### config.mk
export PLATFORM = sky130hd
export DESIGN_NAME = k051960_top
export DESIGN_NICKNAME = d
export VERILOG_FILES = /design/src/verilog/k051960_pkg.sv /design/src/verilog/int_flags.sv /design/src/verilog/k051960_top.sv /design/src/verilog/raster_timing.sv /design/src/verilog/rom_readback.sv /design/src/verilog/sprite_cpu_regs.sv
export SDC_FILE = /design/constraint.sdc
export NUM_CORES = 1
export LEC_CHECK = 0
export BUFFER_PORTS_ARGS = -buffer_cell sky130_fd_sc_hd__buf_2
export CAP_MARGIN = 20
export CORE_MARGIN = 4
export CORE_UTILIZATION = 58
export CTS_CLUSTER_SIZE = 25
export DETAILED_ROUTE_END_ITERATION = 8
export GPL_TIMING_DRIVEN = 0
export PLACE_DENSITY = 0.83
export SKIP_LAST_GASP = 1
export SLEW_MARGIN = 20
export SYNTH_ARGS = -nofsm -noshare
export SYNTH_HDL_FRONTEND = slang
export SYNTH_SLANG_ARGS = --single-unit
### constraint.sdc
create_clock -name clk_6M -period 6.67 [get_ports clk_6M]
set_input_delay 0.3335 -clock clk_6M [delete_from_list [all_inputs] [get_ports clk_6M]]
set_output_delay 0.3335 -clock clk_6M [all_outputs]
set_load 0.01 [all_outputs]
### src/verilog/k051960_pkg.sv
// ------------------------------
// Sprite generator definitions
// Widths, raster limits, register map
// ------------------------------
package k051960_pkg;

	// Bus and counter widths
	typedef logic [8:0]  h_count_t;
	typedef logic [8:0]  v_count_t;
	typedef logic [10:0] cpu_addr_t;
	typedef logic [7:0]  cpu_data_t;
	typedef logic [17:0] rom_addr_t;
	typedef logic [7:0]  color_t;

	// Horizontal counter, 384 pixels per line
	localparam h_count_t H_FIRST = 9'h020;
	localparam h_count_t H_LAST  = 9'h19F;

	// Vertical counter, 264 lines per frame
	localparam v_count_t V_FIRST = 9'h0F8;
	localparam v_count_t V_LAST  = 9'h1FF;

	// Blanking window wraps through the frame end
	localparam v_count_t VBL_START = 9'h1F0;
	localparam v_count_t VBL_END   = 9'h110;

	// Blank starts counted before the system reset is released
	localparam int RST_FRAMES = 8;

	// Register addresses, low three CPU address bits
	localparam logic [2:0] REG_CTRL   = 3'd0;
	localparam logic [2:0] REG_ROM_LO = 3'd2;
	localparam logic [2:0] REG_ROM_HI = 3'd3;
	localparam logic [2:0] REG_ROM_X  = 3'd4;

	// Control register bits
	localparam int CTRL_IRQ_EN   = 0;
	localparam int CTRL_FIRQ_EN  = 1;
	localparam int CTRL_NMI_EN   = 2;
	localparam int CTRL_ROM_READ = 5;

endpackage

### src/verilog/int_flags.sv
`timescale 1ns/1ps
// ------------------------------
// Interrupt flags
// Sticky IRQ, FIRQ and NMI requests
// ------------------------------
module int_flags (
	input  logic clk_6M,
	input  logic RES_SYNC,
	input  logic vblank_start,
	input  logic firq_tick,
	input  logic nmi_tick,
	input  logic irq_en,
	input  logic firq_en,
	input  logic nmi_en,
	output logic irq_n,
	output logic firq_n,
	output logic nmi_n
);

	logic [2:0] tick;
	logic [2:0] en;
	logic [2:0] flag_n;

	// Order is IRQ, FIRQ, NMI from bit 0 up
	assign tick = {nmi_tick, firq_tick, vblank_start};
	assign en   = {nmi_en, firq_en, irq_en};

	always_ff @(posedge clk_6M or negedge RES_SYNC) begin
		if (!RES_SYNC) begin
			flag_n <= 3'b111;
		end else begin
			for (int i = 0; i < 3; i++) begin
				// Disabled flag is held released
				if (!en[i]) begin
					flag_n[i] <= 1'b1;
				end else if (tick[i]) begin
					flag_n[i] <= 1'b0;
				end
			end
		end
	end

	assign irq_n  = flag_n[0];
	assign firq_n = flag_n[1];
	assign nmi_n  = flag_n[2];

endmodule

### src/verilog/k051960_top.sv
`timescale 1ns/1ps
// ------------------------------
// Sprite generator top level
// CPU registers, raster timing, interrupts and ROM readback
// ------------------------------
module k051960_top
	import k051960_pkg::*;
(
	input  logic      clk_6M,
	input  logic      RES_SYNC,
	input  cpu_addr_t ab,
	input  cpu_data_t db_in,
	input  logic      obcs,
	input  logic      rd,
	input  logic      wr,
	output cpu_data_t db_out,
	output logic      db_dir,
	output logic      p1h,
	output logic      p2h,
	output logic      frame_sync_n,
	output logic      rst,
	output logic      irq_n,
	output logic      firq_n,
	output logic      nmi_n,
	output rom_addr_t ca,
	output color_t    oc
);

	logic      vblank;
	logic      vblank_start;
	logic      firq_tick;
	logic      nmi_tick;
	logic      rom_read;
	logic      rom_latch;
	logic      irq_en;
	logic      firq_en;
	logic      nmi_en;
	cpu_data_t reg2;
	cpu_data_t reg3;
	logic [1:0] reg4;

	sprite_cpu_regs i_regs (
		.clk_6M    (clk_6M),
		.RES_SYNC  (RES_SYNC),
		.ab        (ab),
		.db_in     (db_in),
		.obcs      (obcs),
		.rd        (rd),
		.wr        (wr),
		.vblank    (vblank),
		.db_out    (db_out),
		.db_dir    (db_dir),
		.rom_read  (rom_read),
		.irq_en    (irq_en),
		.firq_en   (firq_en),
		.nmi_en    (nmi_en),
		.reg2      (reg2),
		.reg3      (reg3),
		.reg4      (reg4),
		.rom_latch (rom_latch)
	);

	raster_timing i_timing (
		.clk_6M       (clk_6M),
		.RES_SYNC     (RES_SYNC),
		.p1h          (p1h),
		.p2h          (p2h),
		.frame_sync_n (frame_sync_n),
		.vblank       (vblank),
		.vblank_start (vblank_start),
		.firq_tick    (firq_tick),
		.nmi_tick     (nmi_tick),
		.rst          (rst)
	);

	int_flags i_ints (
		.clk_6M       (clk_6M),
		.RES_SYNC     (RES_SYNC),
		.vblank_start (vblank_start),
		.firq_tick    (firq_tick),
		.nmi_tick     (nmi_tick),
		.irq_en       (irq_en),
		.firq_en      (firq_en),
		.nmi_en       (nmi_en),
		.irq_n        (irq_n),
		.firq_n       (firq_n),
		.nmi_n        (nmi_n)
	);

	// ROM word address comes from CPU address bits 9..2
	rom_readback i_readback (
		.clk_6M    (clk_6M),
		.RES_SYNC  (RES_SYNC),
		.rom_read  (rom_read),
		.rom_latch (rom_latch),
		.ab_lo     (ab[9:2]),
		.reg2      (reg2),
		.reg3      (reg3),
		.reg4      (reg4),
		.ca        (ca),
		.oc        (oc)
	);

endmodule

### src/verilog/raster_timing.sv
`timescale 1ns/1ps
// ------------------------------
// Raster timing
// Counters, blanking, frame sync, line events, reset delay
// ------------------------------
module raster_timing
	import k051960_pkg::*;
(
	input  logic clk_6M,
	input  logic RES_SYNC,
	output logic p1h,
	output logic p2h,
	output logic frame_sync_n,
	output logic vblank,
	output logic vblank_start,
	output logic firq_tick,
	output logic nmi_tick,
	output logic rst
);

	h_count_t   h_cnt;
	v_count_t   v_cnt;
	v_count_t   v_next;
	logic       line_end;
	logic [2:0] frame_cnt;

	assign line_end = (h_cnt == H_LAST);

	// Line count that takes effect at the coming line end
	assign v_next = (v_cnt == V_LAST) ? V_FIRST : v_count_t'(v_cnt + 9'd1);

	always_ff @(posedge clk_6M or negedge RES_SYNC) begin
		if (!RES_SYNC) begin
			h_cnt <= H_FIRST;
			v_cnt <= V_FIRST;
		end else begin
			h_cnt <= line_end ? H_FIRST : h_count_t'(h_cnt + 9'd1);
			if (line_end) begin
				v_cnt <= v_next;
			end
		end
	end

	// Events line up with the cycle the new line count appears
	always_ff @(posedge clk_6M or negedge RES_SYNC) begin
		if (!RES_SYNC) begin
			vblank_start <= 1'b0;
			firq_tick    <= 1'b0;
			nmi_tick     <= 1'b0;
		end else begin
			vblank_start <= line_end && (v_next == VBL_START);
			firq_tick    <= line_end && v_next[0];
			nmi_tick     <= line_end && (v_next[4:0] == 5'd0);
		end
	end

	// Release reset after enough frames have gone by
	always_ff @(posedge clk_6M or negedge RES_SYNC) begin
		if (!RES_SYNC) begin
			frame_cnt <= 3'd0;
			rst       <= 1'b0;
		end else if (vblank_start && !rst) begin
			frame_cnt <= frame_cnt + 3'd1;
			if (frame_cnt == 3'(RST_FRAMES - 1)) begin
				rst <= 1'b1;
			end
		end
	end

	assign p1h = h_cnt[0];
	assign p2h = h_cnt[1];

	// Low for the whole last line
	assign frame_sync_n = (v_cnt != V_LAST);

	assign vblank = (v_cnt >= VBL_START) || (v_cnt < VBL_END);

endmodule

### src/verilog/rom_readback.sv
`timescale 1ns/1ps
// ------------------------------
// Graphics ROM readback
// CPU driven ROM address and colour
// ------------------------------
module rom_readback
	import k051960_pkg::*;
(
	input  logic       clk_6M,
	input  logic       RES_SYNC,
	input  logic       rom_read,
	input  logic       rom_latch,
	input  logic [7:0] ab_lo,
	input  cpu_data_t  reg2,
	input  cpu_data_t  reg3,
	input  logic [1:0] reg4,
	output rom_addr_t  ca,
	output color_t     oc
);

	logic [7:0] ab_latch;

	// Low ROM address byte from the last readback access
	always_ff @(posedge clk_6M or negedge RES_SYNC) begin
		if (!RES_SYNC) begin
			ab_latch <= 8'h00;
		end else if (rom_latch) begin
			ab_latch <= ab_lo;
		end
	end

	// Outputs idle at zero outside readback
	assign ca = rom_read ? {reg3[1:0], reg2, ab_latch} : '0;
	assign oc = rom_read ? {reg4, reg3[7:2]} : '0;

endmodule

### src/verilog/sprite_cpu_regs.sv
`timescale 1ns/1ps
// ------------------------------
// CPU register block
// Address decode, registers 0/2/3/4, read data and bus direction
// ------------------------------
module sprite_cpu_regs
	import k051960_pkg::*;
(
	input  logic       clk_6M,
	input  logic       RES_SYNC,
	input  cpu_addr_t  ab,
	input  cpu_data_t  db_in,
	input  logic       obcs,
	input  logic       rd,
	input  logic       wr,
	input  logic       vblank,
	output cpu_data_t  db_out,
	output logic       db_dir,
	output logic       rom_read,
	output logic       irq_en,
	output logic       firq_en,
	output logic       nmi_en,
	output cpu_data_t  reg2,
	output cpu_data_t  reg3,
	output logic [1:0] reg4,
	output logic       rom_latch
);

	logic reg_sel;
	logic reg_wr;
	logic reg0_rd;
	logic rom_rd;

	// Register window is the first eight addresses
	assign reg_sel = !obcs && (ab[10:3] == 8'h00);
	assign reg_wr  = reg_sel && wr;

	// Status read only at address 0
	assign reg0_rd = !obcs && rd && (ab == cpu_addr_t'(REG_CTRL));

	// Upper half of the window maps onto the graphics ROM
	assign rom_rd = !obcs && rd && ab[10];

	always_ff @(posedge clk_6M or negedge RES_SYNC) begin
		if (!RES_SYNC) begin
			irq_en   <= 1'b0;
			firq_en  <= 1'b0;
			nmi_en   <= 1'b0;
			rom_read <= 1'b0;
			reg2     <= '0;
			reg3     <= '0;
			reg4     <= '0;
		end else if (reg_wr) begin
			case (ab[2:0])
				REG_CTRL: begin
					irq_en   <= db_in[CTRL_IRQ_EN];
					firq_en  <= db_in[CTRL_FIRQ_EN];
					nmi_en   <= db_in[CTRL_NMI_EN];
					rom_read <= db_in[CTRL_ROM_READ];
				end
				REG_ROM_LO: begin
					reg2 <= db_in;
				end
				REG_ROM_HI: begin
					reg3 <= db_in;
				end
				REG_ROM_X: begin
					// Only two colour bits are kept
					reg4 <= db_in[1:0];
				end
				default: begin
				end
			endcase
		end
	end

	// Bit 0 reads back as "not in blank"
	always_comb begin
		if (reg0_rd) begin
			db_out = {7'b0000000, ~vblank};
		end else begin
			db_out = '0;
		end
	end

	assign db_dir = reg0_rd || (rom_rd && rom_read);

	// Capture the ROM address on each readback access
	assign rom_latch = rom_rd && rom_read;

endmodule
Yosys cells after proc, flatten, opt, wreduce, memory -nomap -nowiden

Cells that the tools add are included.

Register bits: 58
Input bits: 24
Output and inout port bits: 42
Logic and storage cells: 69

Add/sub/neg operators: 3
Magnitude comparators: 2
Eq/ne operators: 11
Multiplexer cells: 11
Bitwise gates (word level): 1
Reduce and logical (&&, ||, !) cells: 23

Operator list:

| kind                | number |
|---|---|
| $eq 9x9->1 const B  | 3 |
| $add 9x1->9 const B | 2 |
| $mux 18             | 1 |
| $mux 9              | 2 |
| $logic_not 11->1    | 1 |
| $logic_and 1x1->1   | 10 |
| $reduce_and 2->1    | 5 |
| $ge 9x9->1 const B  | 1 |
| $lt 9x9->1 const B  | 1 |
| $ne 9x9->1 const B  | 1 |
| $logic_not 8->1     | 1 |
| $mux 8              | 1 |
| $mux 1              | 7 |
| $eq 3x2->1 const B  | 2 |
| $eq 3x3->1 const B  | 2 |
| $ne 2x1->1 const B  | 3 |
| $logic_not 5->1     | 1 |
| $add 3x1->3 const B | 1 |
| $logic_not 3->1     | 1 |
| $logic_not 1->1     | 2 |
| $logic_or 1x1->1    | 2 |
| $not 1->1           | 1 |

Depth between registers and ports, before layout

Word-level depth: 5
Mapped depth: 9
Gate-level depth less buffers: 8

Cells and area by module

A second synthesis with hierarchy kept.

Cells, all modules: 252
Area total of the unflattened synthesis: 2,966.6 um^2

Modules (own cells, without submodules):

| module          | times used | cells each | area each (um^2) | seq. area each (um^2) |
|---|---|---|---|---|
| raster_timing   | 1          | 128        | 1,336.3          | 633.1 |
| sprite_cpu_regs | 1          | 70         | 1,009.7          | 550.5 |
| rom_readback    | 1          | 45         | 504.2            | 200.2 |
| int_flags       | 1          | 9          | 116.4            | 78.8 |

Worst setup path before layout

No wires, ideal clock.

Path kind: register to register
From: reg i_timing.v_cnt[0]
To: reg i_timing.vblank_start
Library setup time: 122 ps
Data arrival time: 2,273 ps
Data required time: 6,548 ps
Setup slack: 4,275 ps
Cell stages (with the launch flop): 10
Buffers on the path: 1
Clock period less this slack: 2,395 ps
Cells stage by stage: dfrtp_1 ha_1 buf_2 nand3_1 nor3_1 ha_1 inv_1 o41a_1 or3_1 a2111oi_1

Longest elaborated chain between the ends: 4
Elaborated cells on any way between the ends: 5
Those cells by class: add/sub (1); eq/ne (2); mux (1); reduce/logical (1)

Ends and longest elaborated chain:

| item                                             | RTL line            | RTL |
|---|---|---|
| start, declared                                  | raster_timing.sv:22 | `v_count_t v_cnt;` |
| start signal, assigned                           | raster_timing.sv:39 | `v_cnt <= v_next;` |
| $add 9x1->9 / $eq 9x9->1 (equally long branches) | raster_timing.sv:30 | `assign v_next = (v_cnt == V_LAST) ? V_FIRST : v_count_t'(v_cnt + 9'd1);` |
| $mux 9 *                                         | raster_timing.sv:30 |  |
| $eq 9x9->1 *                                     | raster_timing.sv:51 | `vblank_start <= line_end && (v_next == VBL_START);` |
| $logic_and 1x1->1 *                              | raster_timing.sv:51 |  |
| end signal, assigned                             | raster_timing.sv:51 |  |
| end, declared                                    | raster_timing.sv:15 | `output logic vblank_start,` |

Every way passes the cells marked *; elsewhere a longest branch is shown, timed or not.
A chain may end at the register's enable or synchronous reset.

Worst setup path after layout

Same ends and word-level chain as after synthesis.

==> key figures <==
Worst hold path
  – Worst Hold Class: input port to async pin

Power and ir drop
  – P_leak: 1.86 nW
  – Power Density: 209 mW/mm^2
  – Maximum vdd drop: 0.000150 V

STA
  – Max Clock Skew: about 6.4 ps
  – Hold Slack: 55.1 ps
  – Worst Slack Setup Final: 3750 ps
  – Final setup viols: 0
  – Least-Margin Pin Slew: ~900 ps
  – Setup TNS: 0 ps
  – Highest clock rate: 343 MHz
  – Minimum clock period after layout: roughly 3000 ps
  – Headroom to the max-slew limit: 40.9%
  – RSZ-0062 raised after global routing: false
  – Pins Over Slew Limit: 0
  – Final period util: 43.7%
  – Final Hold Viols: 0

Yosys
  – Syn avg cell area: roughly 11 sq um
  – Post-synth EDFFs: 0
  – Sequential share of the synthesized area: 50.5%
  – FF+latch count, synth: 58
  – Fraction of registers with async set/reset: between 90% and 100%
  – YS warnings: 0
  – Primary FF master, synth: dfrtp_1
  – Synth Instances: 256
  – Synth unique cells: 48
  – Post-synthesis instance area: 0.00289 sq mm

CTS
  – Worst-Skew Late Latency: roughly 320 ps
  – Worst-path clk slew: roughly 70 ps
  – Clock buffer count from CTS: 9
  – CTS tree: done
  – Resize count post-CTS: 0
  – Post-CTS setup buffer count: 0
  – Clock root buffer: clkbuf_8
  – Maximum root-to-sink buffer count: 2
  – Max H-tree Level: 3
  – Total clock sinks: 58
  – # hold bufs at CTS: 0

Place
  – Area after DPL: around 0.0033 sq mm
  – Post-detail-place hpwl: 3.96 mm
  – Placer Congestion: roughly 0.8
  – Pre-CTS setup slack: 3780 ps
  – Port bufs: 58

Critical path
  – Critical Path Stages: 9
  – Reg2Reg Setup Slack: 3750 ps
  – CP dominant cell by count: ha_1
  – Max Fanout on Critical Path: 9
  – Crit path buffers/inverters: 2
  – WS Path Type: flop to flop
  – CP Capture Type: flop
  – Worst EP required: 6840 ps
  – Worst path slowest cell: dfrtp_1
  – Slowest Stage Delay on Critical Path: 490 ps
  – Critical path launch point: i_timing.v_cnt[0]
  – R2R Path Start: i_timing.v_cnt[0]
  – R2r endpoint: i_timing.vblank_start
  – Critical Path End: i_timing.vblank_start
  – Crit-path cells: ha_1 > buf_2 > nand3_1 > nor3_1 > ha_1 > inv_1 > o41a_1 > or3_1 > a2111oi_1
  – R2R depth: 9
  – Startpoint Class: flop
  – CP top delay family: simple AND/OR/NAND/NOR gates
  – Critical Path AT: 3090 ps

Global route
  – Grt ovf: 0
  – First-pass GRT wire length: 9.50 mm
  – Vias in the first global route: 2,093
  – Initial antenna violation count: 0
  – GRT Util Overall: 19.6%
  – Largest net degree at the start of global routing: 59

Run status
  – Outcome: finished clean

Final layout
  – Fraction of layout cells with a size suffix above 1: 38.1%
  – Fin area: 0.00351 sq mm
  – Layout area overhead: 21.4%
  – Register area: 0.00146 sq mm
  – Filler cells: 357
  – ANT cells: 0
  – Most common cell after layout, fill and taps aside: buf_2
  – Multi-input logic area: 0.00131 sq mm
  – Commonest non-fill, non-tap cells in the layout: 60 x buf_2, 49 x dfrtp_1, 32 x mux2_2
  – Nets: 361

Detailed routing
  – Via Count: 2,096
  – Via density: 5.20
  – Drt first-iter violations: ~120
  – Drt pass-1 iters: 4
  – Post-DRT Antenna Nets: 0
  – Routed len/inst: 13.9 microns
  – Routed WL: 5.60 mm
  – Residual DRC count: 0

Floorplan
  – Initial core utilization: 60.5%
  – Num rows: 25
  – Die ar.: 0.00618 sq mm
  – # IOs: 66
  – Die X: just under 80 microns
  – Core Area: roughly 0.0048 sq mm
  – Die Y: about 79 microns

Run
  – Max-cap violations: 0
==> power by group <==
group / internal [mW] / total [mW] / switching, mW
logic: 0.00946 / 0.0241 / 0.0146
clock network: 0.221 / 0.358 / 0.137
registers: 0.353 / 0.353 / 0.000419
total: 0.583 / 0.736 / 0.152
==> per-layer routing <==
metal | track usage (%) | wire length (microns)
met5 | 0 | 0
met4 | 9.79 | 125
met3 | 3.90 | 256
met2 | 30.6 | 2650
met1 | 26.1 | 2560
==> Yosys cell counts (all sizes together) (2+ instances only) <==
cell	number	area share [%]
xnor2	3	0.91
a21oi	4	0.69
clkbuf	9	1.2
and3	5	1.1
nor2b	5	1.1
o21ai	9	1.6
or4	2	0.65
and4	3	0.91
nor4	4	1.6
a31oi	3	0.65
o31ai	5	1.3
nand2	12	1.6
inv	7	0.91
dfstp	9	8.2
and2	28	6.1
nand4b	2	0.61
xor2	6	1.8
buf	12	2.9
or3	2	0.43
nand4	3	0.86
nor3	5	0.86
dfrtp	49	42
mux2	32	12
ha	6	2.6
nand3	7	1.2
nor2	7	0.91
a21o	3	0.78
==> worst min-delay path by stage <==
stage                        endpoint  slack [ps]               start
2_1_floorplan  i_readback.ab_latch[0]          40            RES_SYNC
6_report               i_regs.reg3[3]          60            RES_SYNC
4_1_cts                i_regs.reg3[6]          70            RES_SYNC
3_3_place_gp         i_ints.flag_n[1]         390  i_timing.firq_tick
5_1_grt                i_regs.reg3[3]         110            RES_SYNC
3_5_place_dp         i_ints.flag_n[2]         400   i_timing.nmi_tick
==> through the flow <==
step | total power [mW] | instances | util, %
final | 0.736 | 403 | 73.4
after detailed placement | 0.384 | 387 | 68.8
after global placement | 0.384 | 387 | 68.8
after CTS | 0.740 | 403 | 73.4
after floorplan | 0.367 | 262 | -
after global routing | 0.761 | 403 | 73.4
==> logic make-up after synthesis <==
logic type      count (synthesis)  share of synthesized area [%]
other cells                     1                          0.130
compound gates                 33                           7.74
mux                            32                           12.5
fa+ha+maj                       6                           2.59
xor+xnor                        9                           2.72
flops                          58                           50.5
buf+inv                        28                           4.93
simple gates                   89                           18.9
==> layout make-up <==
class                   instances  share of cell area, %
plain buffers                  21                   3.31
clock buffers                  12                   4.13
clock inverters                 4                   2.14
inverters                       7                  0.748
multi-input cells             176                   37.3
flip-flops and latches         58                   41.6
well taps                      67                   2.39
repair buffers                 58                   8.33
==> flip-flops by register name, indices dropped and copies added (netlist names), 2 cells and up <==
register / cells
i_regs.reg2: 8
i_regs.reg4: 2
i_readback.ab_latch: 8
i_ints.flag_n: 3
i_timing.h_cnt: 9
i_timing.frame_cnt: 3
i_timing.v_cnt: 9
i_regs.reg3: 8
Note: power is estimated with default switching activity, not from simulation.
